**src/include/cmo_defines.svh**
```systemverilog
// Cache geometry for the maintenance handler. The address split must add up to CMO_ADDR_W
// CMO_SETS and CMO_WAYS must agree with CMO_SET_W and the one-hot way vector width
`ifndef CMO_DEFINES_SVH
`define CMO_DEFINES_SVH

// Request address split
`define CMO_ADDR_W      32
`define CMO_OFFSET_W    6
`define CMO_SET_W       3
`define CMO_TAG_W       23

// Cache geometry
`define CMO_SETS        8
`define CMO_WAYS        4

// Line number is tag above set
`define CMO_NLINE_W     (`CMO_TAG_W + `CMO_SET_W)

`define CMO_FLUSH_DEPTH 3

`endif
```
**src/logic/cmo_pkg.sv**
```systemverilog
// Shared types for the maintenance handler; widths follow the geometry macros
`include "cmo_defines.svh"

package cmo_pkg;

    // One operation per request
    typedef enum logic [2:0] {
        CMO_FENCE       = 3'd0,
        CMO_INVAL_NLINE = 3'd1,
        CMO_INVAL_ALL   = 3'd2,
        CMO_FLUSH_NLINE = 3'd3,
        CMO_FLUSH_ALL   = 3'd4
    } cmo_op_e;

    typedef logic [`CMO_ADDR_W-1:0]  cmo_addr_t;
    typedef logic [`CMO_SET_W-1:0]   cmo_set_t;
    typedef logic [`CMO_TAG_W-1:0]   cmo_tag_t;
    typedef logic [`CMO_NLINE_W-1:0] cmo_nline_t;

    // One-hot way select
    typedef logic [`CMO_WAYS-1:0]    cmo_way_t;

endpackage

```
**src/logic/cmo_top.sv**
```systemverilog
// Maintenance handler for a write-back cache; one operation in flight at a time
module cmo_top import cmo_pkg::*; (
    input  logic       clk_i,
    input  logic       rst_ni,
    input  logic       req_valid_i,
    input  cmo_op_e    req_op_i,
    input  cmo_addr_t  req_addr_i,
    output logic       req_ready_o,
    output logic       req_wait_o,
    input  logic       wbuf_empty_i,
    input  logic       mshr_empty_i,
    input  logic       rtab_empty_i,
    input  logic       ctrl_empty_i,
    input  logic       flush_empty_i,
    output logic       wbuf_flush_all_o,
    output logic       dir_check_nline_o,
    output cmo_set_t   dir_check_nline_set_o,
    output cmo_tag_t   dir_check_nline_tag_o,
    input  cmo_way_t   dir_check_nline_hit_way_i,
    input  logic       dir_check_nline_dirty_i,
    output logic       dir_check_entry_o,
    output cmo_set_t   dir_check_entry_set_o,
    output cmo_way_t   dir_check_entry_way_o,
    input  logic       dir_check_entry_valid_i,
    input  logic       dir_check_entry_dirty_i,
    input  cmo_tag_t   dir_check_entry_tag_i,
    output logic       dir_inval_o,
    output cmo_set_t   dir_inval_set_o,
    output cmo_way_t   dir_inval_way_o,
    output logic       flush_alloc_o,
    input  logic       flush_alloc_ready_i,
    output cmo_nline_t flush_alloc_nline_o,
    output cmo_way_t   flush_alloc_way_o
);

    cmo_set_t walk_set;
    cmo_way_t walk_way;
    logic     walk_set_last;
    logic     walk_way_last;
    logic     walk_reset;
    logic     walk_step;
    logic     fifo_wok;
    logic     push;
    cmo_tag_t push_tag;
    cmo_set_t push_set;
    cmo_way_t push_way;

    cmo_ctrl u_ctrl (
        .clk_i,
        .rst_ni,
        .req_valid_i,
        .req_op_i,
        .req_addr_i,
        .req_ready_o,
        .req_wait_o,
        .wbuf_empty_i,
        .mshr_empty_i,
        .rtab_empty_i,
        .ctrl_empty_i,
        .flush_empty_i,
        .wbuf_flush_all_o,
        .dir_check_nline_o,
        .dir_check_nline_set_o,
        .dir_check_nline_tag_o,
        .dir_check_nline_hit_way_i,
        .dir_check_nline_dirty_i,
        .dir_check_entry_o,
        .dir_check_entry_set_o,
        .dir_check_entry_way_o,
        .dir_check_entry_valid_i,
        .dir_check_entry_dirty_i,
        .dir_check_entry_tag_i,
        .dir_inval_o,
        .dir_inval_set_o,
        .dir_inval_way_o,
        .walk_set_i      (walk_set),
        .walk_way_i      (walk_way),
        .walk_set_last_i (walk_set_last),
        .walk_way_last_i (walk_way_last),
        .walk_reset_o    (walk_reset),
        .walk_step_o     (walk_step),
        .fifo_wok_i      (fifo_wok),
        .fifo_rok_i      (flush_alloc_o),
        .push_o          (push),
        .push_tag_o      (push_tag),
        .push_set_o      (push_set),
        .push_way_o      (push_way)
    );

    cmo_walker u_walker (
        .clk_i,
        .rst_ni,
        .reset_i    (walk_reset),
        .step_i     (walk_step),
        .set_o      (walk_set),
        .way_o      (walk_way),
        .set_last_o (walk_set_last),
        .way_last_o (walk_way_last)
    );

    // Queue output is the flush controller request
    cmo_flush_fifo u_flush_fifo (
        .clk_i,
        .rst_ni,
        .push_i  (push),
        .tag_i   (push_tag),
        .set_i   (push_set),
        .way_i   (push_way),
        .pop_i   (flush_alloc_ready_i),
        .wok_o   (fifo_wok),
        .rok_o   (flush_alloc_o),
        .nline_o (flush_alloc_nline_o),
        .way_o   (flush_alloc_way_o)
    );

endmodule

```
**src/logic/cmo_ctrl.sv**
```systemverilog
// Handles one operation at a time; the requester must hold req_valid_i only while idle
// Directory results are expected one cycle after each probe or entry read
`include "cmo_defines.svh"

module cmo_ctrl import cmo_pkg::*; (
    input  logic       clk_i,
    input  logic       rst_ni,
    input  logic       req_valid_i,
    input  cmo_op_e    req_op_i,
    input  cmo_addr_t  req_addr_i,
    output logic       req_ready_o,
    output logic       req_wait_o,
    input  logic       wbuf_empty_i,
    input  logic       mshr_empty_i,
    input  logic       rtab_empty_i,
    input  logic       ctrl_empty_i,
    input  logic       flush_empty_i,
    output logic       wbuf_flush_all_o,
    output logic       dir_check_nline_o,
    output cmo_set_t   dir_check_nline_set_o,
    output cmo_tag_t   dir_check_nline_tag_o,
    input  cmo_way_t   dir_check_nline_hit_way_i,
    input  logic       dir_check_nline_dirty_i,
    output logic       dir_check_entry_o,
    output cmo_set_t   dir_check_entry_set_o,
    output cmo_way_t   dir_check_entry_way_o,
    input  logic       dir_check_entry_valid_i,
    input  logic       dir_check_entry_dirty_i,
    input  cmo_tag_t   dir_check_entry_tag_i,
    output logic       dir_inval_o,
    output cmo_set_t   dir_inval_set_o,
    output cmo_way_t   dir_inval_way_o,
    input  cmo_set_t   walk_set_i,
    input  cmo_way_t   walk_way_i,
    input  logic       walk_set_last_i,
    input  logic       walk_way_last_i,
    output logic       walk_reset_o,
    output logic       walk_step_o,
    input  logic       fifo_wok_i,
    input  logic       fifo_rok_i,
    output logic       push_o,
    output cmo_tag_t   push_tag_o,
    output cmo_set_t   push_set_o,
    output cmo_way_t   push_way_o
);

    typedef enum logic [2:0] {
        ST_IDLE,
        ST_FENCE_WAIT,
        ST_HAZARD_WAIT,
        ST_LINE_PROBE,
        ST_SET_INVAL,
        ST_FLUSH_ALL,
        ST_FLUSH_LINE,
        ST_FLUSH_DRAIN
    } cmo_state_e;

    cmo_state_e state_q, state_d;
    cmo_op_e    op_q, op_d;
    cmo_addr_t  addr_q, addr_d;
    logic       pend_valid_q, pend_valid_d;
    cmo_set_t   pend_set_q, pend_set_d;
    cmo_way_t   pend_way_q, pend_way_d;
    cmo_set_t   line_set;
    cmo_tag_t   line_tag;
    logic       hazard_clear;
    logic       nline_hit;

    // First working state of each operation
    function automatic cmo_state_e start_state(cmo_op_e op);
        case (op)
            CMO_INVAL_NLINE: return ST_LINE_PROBE;
            CMO_INVAL_ALL:   return ST_SET_INVAL;
            CMO_FLUSH_NLINE: return ST_FLUSH_LINE;
            CMO_FLUSH_ALL:   return ST_FLUSH_ALL;
            default:         return ST_IDLE;
        endcase
    endfunction

    assign line_set     = addr_q[`CMO_OFFSET_W +: `CMO_SET_W];
    assign line_tag     = addr_q[`CMO_OFFSET_W + `CMO_SET_W +: `CMO_TAG_W];
    assign hazard_clear = mshr_empty_i & rtab_empty_i & ctrl_empty_i;
    assign nline_hit    = |dir_check_nline_hit_way_i;

    assign req_ready_o = (state_q == ST_IDLE);
    assign req_wait_o  = (state_q == ST_FENCE_WAIT) || (state_q == ST_HAZARD_WAIT);

    assign dir_check_nline_set_o = line_set;
    assign dir_check_nline_tag_o = line_tag;
    assign dir_check_entry_set_o = walk_set_i;
    assign dir_check_entry_way_o = walk_way_i;

    // Result of last cycle's probe or entry read goes to the write-back queue
    always_comb begin
        push_set_o = pend_set_q;
        if (op_q == CMO_FLUSH_NLINE) begin
            push_o     = pend_valid_q & nline_hit & dir_check_nline_dirty_i;
            push_tag_o = line_tag;
            push_way_o = dir_check_nline_hit_way_i;
        end else begin
            push_o     = pend_valid_q & dir_check_entry_valid_i & dir_check_entry_dirty_i;
            push_tag_o = dir_check_entry_tag_i;
            push_way_o = pend_way_q;
        end
    end

    always_comb begin
        state_d           = state_q;
        op_d              = op_q;
        addr_d            = addr_q;
        pend_valid_d      = 1'b0;
        pend_set_d        = pend_set_q;
        pend_way_d        = pend_way_q;
        wbuf_flush_all_o  = 1'b0;
        dir_check_nline_o = 1'b0;
        dir_check_entry_o = 1'b0;
        dir_inval_o       = 1'b0;
        dir_inval_set_o   = line_set;
        dir_inval_way_o   = dir_check_nline_hit_way_i;
        walk_reset_o      = 1'b0;
        walk_step_o       = 1'b0;

        unique case (state_q)
            ST_IDLE: begin
                if (req_valid_i) begin
                    op_d   = req_op_i;
                    addr_d = req_addr_i;
                    if (req_op_i == CMO_FENCE) begin
                        // Write buffer drain only once the replay table is quiet
                        wbuf_flush_all_o = rtab_empty_i;
                        if (!(wbuf_empty_i && rtab_empty_i)) begin
                            state_d = ST_FENCE_WAIT;
                        end
                    end else begin
                        walk_reset_o = 1'b1;
                        state_d = hazard_clear ? start_state(req_op_i) : ST_HAZARD_WAIT;
                    end
                end
            end
            ST_FENCE_WAIT: begin
                wbuf_flush_all_o = rtab_empty_i;
                if (wbuf_empty_i && rtab_empty_i) begin
                    state_d = ST_IDLE;
                end
            end
            ST_HAZARD_WAIT: begin
                if (hazard_clear) begin
                    state_d = start_state(op_q);
                end
            end
            ST_LINE_PROBE: begin
                dir_check_nline_o = 1'b1;
                state_d = ST_SET_INVAL;
            end
            ST_SET_INVAL: begin
                if (op_q == CMO_INVAL_NLINE) begin
                    dir_inval_o = nline_hit;
                    state_d = ST_IDLE;
                end else begin
                    // Rotor held at way 0 so every step moves to the next set
                    dir_inval_o     = 1'b1;
                    dir_inval_set_o = walk_set_i;
                    dir_inval_way_o = '1;
                    walk_reset_o    = 1'b1;
                    walk_step_o     = 1'b1;
                    if (walk_set_last_i) begin
                        state_d = ST_IDLE;
                    end
                end
            end
            ST_FLUSH_ALL: begin
                if (fifo_wok_i) begin
                    dir_check_entry_o = 1'b1;
                    walk_step_o  = 1'b1;
                    pend_valid_d = 1'b1;
                    pend_set_d   = walk_set_i;
                    pend_way_d   = walk_way_i;
                    if (walk_set_last_i && walk_way_last_i) begin
                        state_d = ST_FLUSH_DRAIN;
                    end
                end
            end
            ST_FLUSH_LINE: begin
                if (fifo_wok_i) begin
                    dir_check_nline_o = 1'b1;
                    pend_valid_d = 1'b1;
                    pend_set_d   = line_set;
                    state_d      = ST_FLUSH_DRAIN;
                end
            end
            ST_FLUSH_DRAIN: begin
                // Done once the queue and the flush controller are both empty
                if (!fifo_rok_i && flush_empty_i) begin
                    state_d = ST_IDLE;
                end
            end
            default: state_d = ST_IDLE;
        endcase
    end

    always_ff @(posedge clk_i or negedge rst_ni) begin
        if (!rst_ni) begin
            state_q      <= ST_IDLE;
            pend_valid_q <= 1'b0;
        end else begin
            state_q      <= state_d;
            pend_valid_q <= pend_valid_d;
        end
    end

    always_ff @(posedge clk_i) begin
        op_q       <= op_d;
        addr_q     <= addr_d;
        pend_set_q <= pend_set_d;
        pend_way_q <= pend_way_d;
    end

endmodule

```
**src/logic/cmo_flush_fifo.sv**
```systemverilog
// Feed-through queue; a push into an empty queue shows at the output in the same cycle
// wok_o counts this cycle's push and pop, so the writer may push once more next cycle
`include "cmo_defines.svh"

module cmo_flush_fifo import cmo_pkg::*; (
    input  logic       clk_i,
    input  logic       rst_ni,
    input  logic       push_i,
    input  cmo_tag_t   tag_i,
    input  cmo_set_t   set_i,
    input  cmo_way_t   way_i,
    input  logic       pop_i,
    output logic       wok_o,
    output logic       rok_o,
    output cmo_nline_t nline_o,
    output cmo_way_t   way_o
);

    localparam int unsigned DEPTH = `CMO_FLUSH_DEPTH;
    localparam int unsigned PTR_W = $clog2(DEPTH);
    localparam int unsigned CNT_W = $clog2(DEPTH + 1);

    cmo_nline_t         nline_mem [DEPTH];
    cmo_way_t           way_mem   [DEPTH];
    logic [PTR_W-1:0]   rptr_q, wptr_q;
    logic [CNT_W-1:0]   cnt_q, cnt_d;
    logic               empty;
    logic               wr;
    logic               rd;

    assign empty = (cnt_q == '0);
    // Push and pop on an empty queue bypass the storage
    assign wr    = push_i & ~(empty & pop_i);
    assign rd    = pop_i & ~empty;
    assign cnt_d = cnt_q + CNT_W'(wr) - CNT_W'(rd);

    assign wok_o   = (cnt_d != CNT_W'(DEPTH));
    assign rok_o   = ~empty | push_i;
    assign nline_o = empty ? {tag_i, set_i} : nline_mem[rptr_q];
    assign way_o   = empty ? way_i : way_mem[rptr_q];

    always_ff @(posedge clk_i or negedge rst_ni) begin
        if (!rst_ni) begin
            rptr_q <= '0;
            wptr_q <= '0;
            cnt_q  <= '0;
        end else begin
            cnt_q <= cnt_d;
            if (wr) begin
                wptr_q <= (wptr_q == PTR_W'(DEPTH - 1)) ? '0 : wptr_q + 1'b1;
            end
            if (rd) begin
                rptr_q <= (rptr_q == PTR_W'(DEPTH - 1)) ? '0 : rptr_q + 1'b1;
            end
        end
    end

    always_ff @(posedge clk_i) begin
        if (wr) begin
            nline_mem[wptr_q] <= {tag_i, set_i};
            way_mem[wptr_q]   <= way_i;
        end
    end

endmodule

```
**src/logic/cmo_walker.sv**
```systemverilog
// Walks sets and ways in set-major order; reset_i with step_i moves the set and keeps way 0
`include "cmo_defines.svh"

module cmo_walker import cmo_pkg::*; (
    input  logic     clk_i,
    input  logic     rst_ni,
    input  logic     reset_i,
    input  logic     step_i,
    output cmo_set_t set_o,
    output cmo_way_t way_o,
    output logic     set_last_o,
    output logic     way_last_o
);

    cmo_set_t set_q;
    cmo_way_t way_q;

    assign set_o      = set_q;
    assign way_o      = way_q;
    assign set_last_o = (set_q == cmo_set_t'(`CMO_SETS - 1));
    assign way_last_o = way_q[`CMO_WAYS-1];

    always_ff @(posedge clk_i or negedge rst_ni) begin
        if (!rst_ni) begin
            set_q <= '0;
            way_q <= cmo_way_t'(1);
        end else begin
            // One-hot rotor that wraps back to way 0
            if (reset_i) begin
                way_q <= cmo_way_t'(1);
            end else if (step_i) begin
                way_q <= {way_q[`CMO_WAYS-2:0], way_q[`CMO_WAYS-1]};
            end
            if (step_i && (reset_i || way_last_o)) begin
                set_q <= set_last_o ? '0 : set_q + 1'b1;
            end else if (reset_i) begin
                set_q <= '0;
            end
        end
    end

endmodule

```
**config.mk**
```make
export PLATFORM = sky130hd
export DESIGN_NAME = cmo_top
export DESIGN_NICKNAME = d
export VERILOG_FILES = /design/src/logic/cmo_pkg.sv /design/src/logic/cmo_top.sv /design/src/logic/cmo_ctrl.sv /design/src/logic/cmo_flush_fifo.sv /design/src/logic/cmo_walker.sv
export VERILOG_INCLUDE_DIRS = /design/src /design/src/include
export SDC_FILE = /design/constraint.sdc
export NUM_CORES = 1
export LEC_CHECK = 0
export BUFFER_PORTS_ARGS = -buffer_cell sky130_fd_sc_hd__clkbuf_2
export CAP_MARGIN = 20
export CORE_MARGIN = 4
export CORE_UTILIZATION = 40
export CTS_CLUSTER_DIAMETER = 200
export DETAILED_ROUTE_END_ITERATION = 12
export SLEW_MARGIN = 20
export SYNTH_ARGS = -nofsm -noshare
export SYNTH_HDL_FRONTEND = slang
export SYNTH_SLANG_ARGS = --single-unit
```
**constraint.sdc**
```tcl
create_clock -name clk_i -period 6.2 [get_ports clk_i]
set_input_delay 0 -clock clk_i [delete_from_list [all_inputs] [get_ports clk_i]]
set_output_delay 0 -clock clk_i [all_outputs]
set_load 0.01 [all_outputs]
```
== Word level (Yosys, flattened, before mapping) ==
Memory sizes are Yosys's and may differ from the RTL's.
Index checks and enable logic that the tools add are counted.
W data, S select, Z words.

* RAM bits: 90
* Register bits after elaboration: 59
* Logic and storage cells: 127
* Input bits: 74
* Memories kept: 2
* Output and inout bits: 77

* Equality and inequality tests: 28
* Reductions and logical operators: 19
* Bitwise operators: 12
* Multiplexer cells: 50
* Add/subtract/negate cells: 5

{| class="wikitable"
|+ Memories
! memory !! words !! bits a word !! rd ports !! clocked after Yosys merged registers in !! wr ports !! line !! RTL
|-
| u_flush_fifo.nline_mem || 3 || 26 || 1 || 0 || 1 || cmo_flush_fifo.sv:23 || <nowiki>cmo_nline_t nline_mem [DEPTH];</nowiki>
|-
| u_flush_fifo.way_mem || 3 || 4 || 1 || 0 || 1 || cmo_flush_fifo.sv:24 || <nowiki>cmo_way_t way_mem [DEPTH];</nowiki>
|}

{| class="wikitable"
|+ Operator list
! operator !! number
|-
| $mux W3 || 19
|-
| $mux W26 || 1
|-
| $mux W4 || 6
|-
| $pmux W3 S4 || 2
|-
| $pmux W3 S8 || 1
|-
| $mux W23 || 1
|-
| $eq A3 B3 Y1 const B || 7
|-
| $eq A3 B2 Y1 const B || 6
|-
| $mux W1 || 13
|-
| $ne A2 B2 Y1 const B || 5
|-
| $and A1 B1 Y1 || 9
|-
| $eq A3 B1 Y1 const B || 3
|-
| $reduce_and A9 Y1 || 1
|-
| $pmux W1 S2 || 4
|-
| $logic_not A3 Y1 || 2
|-
| $ne A2 B1 Y1 const B || 3
|-
| $pmux W3 S2 || 1
|-
| $reduce_bool A2 Y1 || 3
|-
| $add A2 B1 Y2 const B || 2
|-
| $eq A2 B2 Y1 const B || 2
|-
| $logic_and A1 B1 Y1 || 4
|-
| $mux W2 || 2
|-
| $reduce_and A2 Y1 || 2
|-
| $reduce_or A4 Y1 || 1
|-
| 12 further kinds || 14
|}

== Longest topological paths before layout ==
* Depth in word-level cells: 12
* Mapped depth: 11
* Gate-level depth less buffers: 10

== Cells and area by module ==
From an unflattened synthesis, not the netlist that was laid out.

* Cell total of the unflattened synthesis: 444
* Area total of the unflattened synthesis: 6267.3 um^2

{| class="wikitable"
|+ Modules (own cells, without submodules)
! module !! cells each !! area an instance (um^2) !! seq. area each (um^2) !! instances
|-
| cmo_flush_fifo || 256 || 3758.6 || 2852.7 || 1
|-
| cmo_ctrl || 163 || 2192.1 || 1181.1 || 1
|-
| cmo_walker || 25 || 316.6 || 176.4 || 1
|}

== Worst setup path before layout ==
OpenSTA, ideal clock, no wires.

* Path type: register to register
* Start: reg u_ctrl.op_q[2]
* End: mem u_flush_fifo.nline_mem[1][0] in the netlist's numbering (enable)
* Cell stages (with the launch flop): 6
* Setup slack: 2281 ps
* Required time: 5736 ps
* Setup time: 464 ps
* Clock period less this slack: 3919 ps
* Path buffers: 1
* Arrival: 3455 ps
* Cell sequence: edfxtp_1 -> nand3b_1 -> buf_2 -> o2bb2ai_1 -> nand3_1 -> nor3b_1

* Cells in the longest elaborated chain, start to end: 5

{| class="wikitable"
|+ Ends and longest elaborated chain
! element !! line !! RTL
|-
| from (decl) || cmo_ctrl.sv:59 || <nowiki>cmo_op_e op_q, op_d;</nowiki>
|-
| from (signal assigned) || cmo_ctrl.sv:212 || <nowiki>op_q <= op_d;</nowiki>
|-
| $eq A3 B2 Y1 || cmo_ctrl.sv:96 || <nowiki>if (op_q == CMO_FLUSH_NLINE) begin</nowiki>
|-
| $mux W1 || cmo_ctrl.sv:96 ||
|-
| $and A1 B1 Y1 || cmo_flush_fifo.sv:33 || <nowiki>assign wr = push_i & ~(empty & pop_i);</nowiki>
|-
| $mux W1 || cmo_flush_fifo.sv:59 || <nowiki>if (wr) begin</nowiki>
|-
| $mux W1 (not written as such) || cmo_flush_fifo.sv:60 || <nowiki>nline_mem[wptr_q] <= {tag_i, set_i};</nowiki>
|-
| to (decl) || cmo_flush_fifo.sv:23 ||
|}

No other way between the ends.

== Final worst setup path ==
* Start: reg u_ctrl.op_q[2]
* End: out dir_check_entry_o

* Cells in the longest elaborated chain, start to end: 8

{| class="wikitable"
|+ Ends and longest elaborated chain
! element !! line !! RTL
|-
| $eq A3 B2 Y1 || cmo_ctrl.sv:96 ||
|-
| $mux W1 || cmo_ctrl.sv:96 ||
|-
| $and A1 B1 Y1 || cmo_flush_fifo.sv:33 ||
|-
| via u_flush_fifo.wr || cmo_flush_fifo.sv:28 || <nowiki>logic wr;</nowiki>
|-
| $add A2 B1 Y2 || cmo_flush_fifo.sv:35 || <nowiki>assign cnt_d = cnt_q + CNT_W'(wr) - CNT_W'(rd);</nowiki>
|-
| $sub A2 B1 Y2 || cmo_flush_fifo.sv:35 ||
|-
| via u_flush_fifo.cnt_d[1] || cmo_flush_fifo.sv:26 || <nowiki>logic [CNT_W-1:0] cnt_q, cnt_d;</nowiki>
|-
| $ne A2 B2 Y1 || cmo_flush_fifo.sv:37 || <nowiki>assign wok_o = (cnt_d != CNT_W'(DEPTH));</nowiki>
|-
| $mux W1 || cmo_ctrl.sv:172 || <nowiki>if (fifo_wok_i) begin</nowiki>
|-
| $mux W1 || cmo_ctrl.sv:123 || <nowiki>unique case (state_q)</nowiki>
|-
| to (decl) || cmo_top.sv:21 || <nowiki>output logic dir_check_entry_o,</nowiki>
|}

The timed path passes the listed nets, and every way through them passes these cells.

==> results.txt <==
Status - finished clean
Via density - 4.904
Syn Nets - 556
WP data arrival - 3.34 ns
Final setup vio count - 0
Die ar. - 17,930 µm²
Sequential fraction of the synthesis area - 66.41%
Worst Setup Path Type - flop to primary output
Row count - 45
CP endpoint kind - primary output
Worst skew pair latency - 0.42 ns
Commonest cells after routing, fill and taps aside - clkbuf_2, edfxtp_1, dlygate4sd3_1, nand2_1, a21oi_1
GPL Wtd Cong - 0.8011
Final core occ - 55.08%
CTS Hold Bufs - 56
Largest net degree at the start of global routing - 63
Worst vdd ir - 0.2559 mV
Seq cells post-synth - 143
Hold Path Class - primary input to flop
Final min period - 3.342 ns
1st-iter DRT viols - 170
Async SR Flop Fraction - 11.89%
CTS resizes - 0
Switching power - 1253 µW
Switch share - 33.78%
Synth warn - 0
Final net count - 753
P per Cell Area - 438.0 nW/µm²
Final TNS setup - 0 ns
Period utilization - 53.91%
Int Pwr - 2456 µW
Die height - 133.9 µm
Port Buffers - 144
Post-synth EDFFs - 126
Mapped Area - 6340 µm²
Max Cap Violations - 0
Total clock sinks - 143
R2R Setup Slk - 2.88 ns
Sequential power share - 38.7%
Worst EP required - 6.20 ns
Postcts setup bufs - 0
Max Fclk - 299.2 MHz
Total vias in the final route - 4,404
Post-synthesis cell count - 478
Routed wire length - 13,860 µm
First-pass detailed-route iteration total - 4
Drt drc - 0
Top_reg_cell synth - edfxtp_1
Rel. slew slack - 32.09%
Die Wd - 133.9 µm
CTS buffer count - 17
Hold Violations, Final - 0
Clock-pin slew on the worst setup and hold paths - 0.06 ns
Lkg Pwr - 0.003377 µW
GRT Util Overall - 15.94%
Clk_skew - 0.01260 ns
Worst-margin pin slew - 1.019 ns
Worst-path fanout max - 28
GRT overflow - 0
Clock power frac - 29.0%
H-tree levels - 4
Clk buf depth - 2
P&R area growth vs syn - 33.55%
Hpwl dp - 8579 µm
CTS Root Buffer Type - clkbuf_16
N_diodes - 0
RSZ-0062 raised after global routing - no
Max-slew violations - 0
Avg Cell Area, Syn - 13.26 µm²
Starting Density - 41.25%
DRT antenna net count - 0
Post-synth cell types - 50
Comb power frac - 32.3%
CTS tree - done
First-pass GRT wire length - 22,320 µm
Ports - 151
Core footprint - 15,370 µm²
Worst setup SP type - flop
Routed len/inst - 15.43 µm
Area share of the largest cell type after synthesis - 59.68%
Vias in the first global route - 4,479
Initial antenna violation count - 0
Area leader, netlist - edfxtp_1
Top post-synthesis cells by area - edfxtp_1, dfrtp_1, mux2i_1, mux2_1, a21oi_1
Proportion of layout cells with a drive suffix above 1 - 28.38%
Most common cell after layout, fill and taps aside - clkbuf_2
## final cells by class
cell class	count	area [µm²]
fill	1301	6904
sequential	143	4215
multi-input combinational	296	1998
timing repair buffer	205	1319
clock buffer	19	432.9
tap	211	264.0
clock inverter	12	192.7
inverter	12	45.04
## critical path: stages (launching register included)
cell and delay, ns:
edfxtp_1 0.47, nand3b_1 0.14, buf_4 0.37, o2bb2ai_1 0.22, nand3_1 0.28, inv_1 0.12, ha_1 0.16, xor3_2 0.32
a21oi_1 0.60, clkbuf_2 0.25
## cells by family after synthesis
kind of cell | Yosys count | share of synthesized area, %
flops | 143 | 66.41
simple gates | 121 | 8.861
compound gates | 101 | 9.473
mux | 67 | 11.25
buf+inv | 39 | 2.546
fa+ha+maj | 4 | 0.7895
xor+xnor | 3 | 0.6710
## stage by stage
step | total power, µW | std cells | area, µm² | setup WS, ns | hold slack, ns
floorplan | 2199 | 478 | 6340 | 2.281 | -0.2956
global placement | 2614 | 811 | 7278 | 2.984 | -0.03594
detailed placement | 2644 | 811 | 7278 | 2.860 | -0.02532
CTS | 3760 | 898 | 8464 | 2.801 | 0.001114
global route | 3953 | 898 | 8467 | 2.540 | 0.02897
finish | 3709 | 898 | 8467 | 2.858 | 0.02345
## final timing paths
path	endpoint	cells past startpoint	from
worst max-delay path	dir_check_entry_o	9	u_ctrl.op_q[2]
worst min-delay path	u_flush_fifo.way_mem[2][3]	2	dir_check_nline_hit_way_i[3]
worst max register to register	u_walker.set_o[1]	10	u_ctrl.op_q[2]
worst min register to register	u_flush_fifo.nline_mem[0][0]	0	u_ctrl.push_set_o[0]
max in group asynchronous	u_flush_fifo.rptr_q[1]	2	rst_ni
min in group asynchronous	u_walker.set_o[0]	2	rst_ni
## cells in the mapped netlist, types with 7 or more instances
cell / count
clkbuf_1: 15
mux2i_1: 33
nand2b_1: 7
mux2_1: 29
o21ai_0: 9
inv_1: 12
o21ai_1: 30
nand2_1: 43
dfrtp_1: 16
nor2_1: 38
edfxtp_1: 126
a21oi_1: 41
buf_2: 9
## flip-flops by register name (all words and copies together) (netlist names)
register                flops
u_ctrl.addr_q              26
u_ctrl.op_q                 3
u_ctrl.pend_valid_q         1
u_ctrl.pend_way_q           4
u_ctrl.push_set_o           3
u_ctrl.state_q              3
u_flush_fifo.cnt_q          2
u_flush_fifo.nline_mem     78
u_flush_fifo.rptr_q         2
u_flush_fifo.way_mem       12
u_flush_fifo.wptr_q         2
u_walker.set_o              3
u_walker.way_o              4
## per-layer routing
metal	wire [µm]	part of all wire [%]	global-route usage, %
met5	0	0	0
met4	167	1.2	5.486
met3	702	5.1	4.164
met2	7000	51	27.01
met1	5990	43	19.88
## power groups by stage
stage | Combinational (µW) | Sequential (µW) | Clock (µW)
CTS | 1220 | 1440 | 1100
global route | 1350 | 1470 | 1140
detailed placement | 1190 | 1450 | 0
floorplan | 891 | 1310 | 0
finish | 1200 | 1440 | 1070
global placement | 1170 | 1450 | 0
No activity file was read; power rests on OpenSTA's default activity.
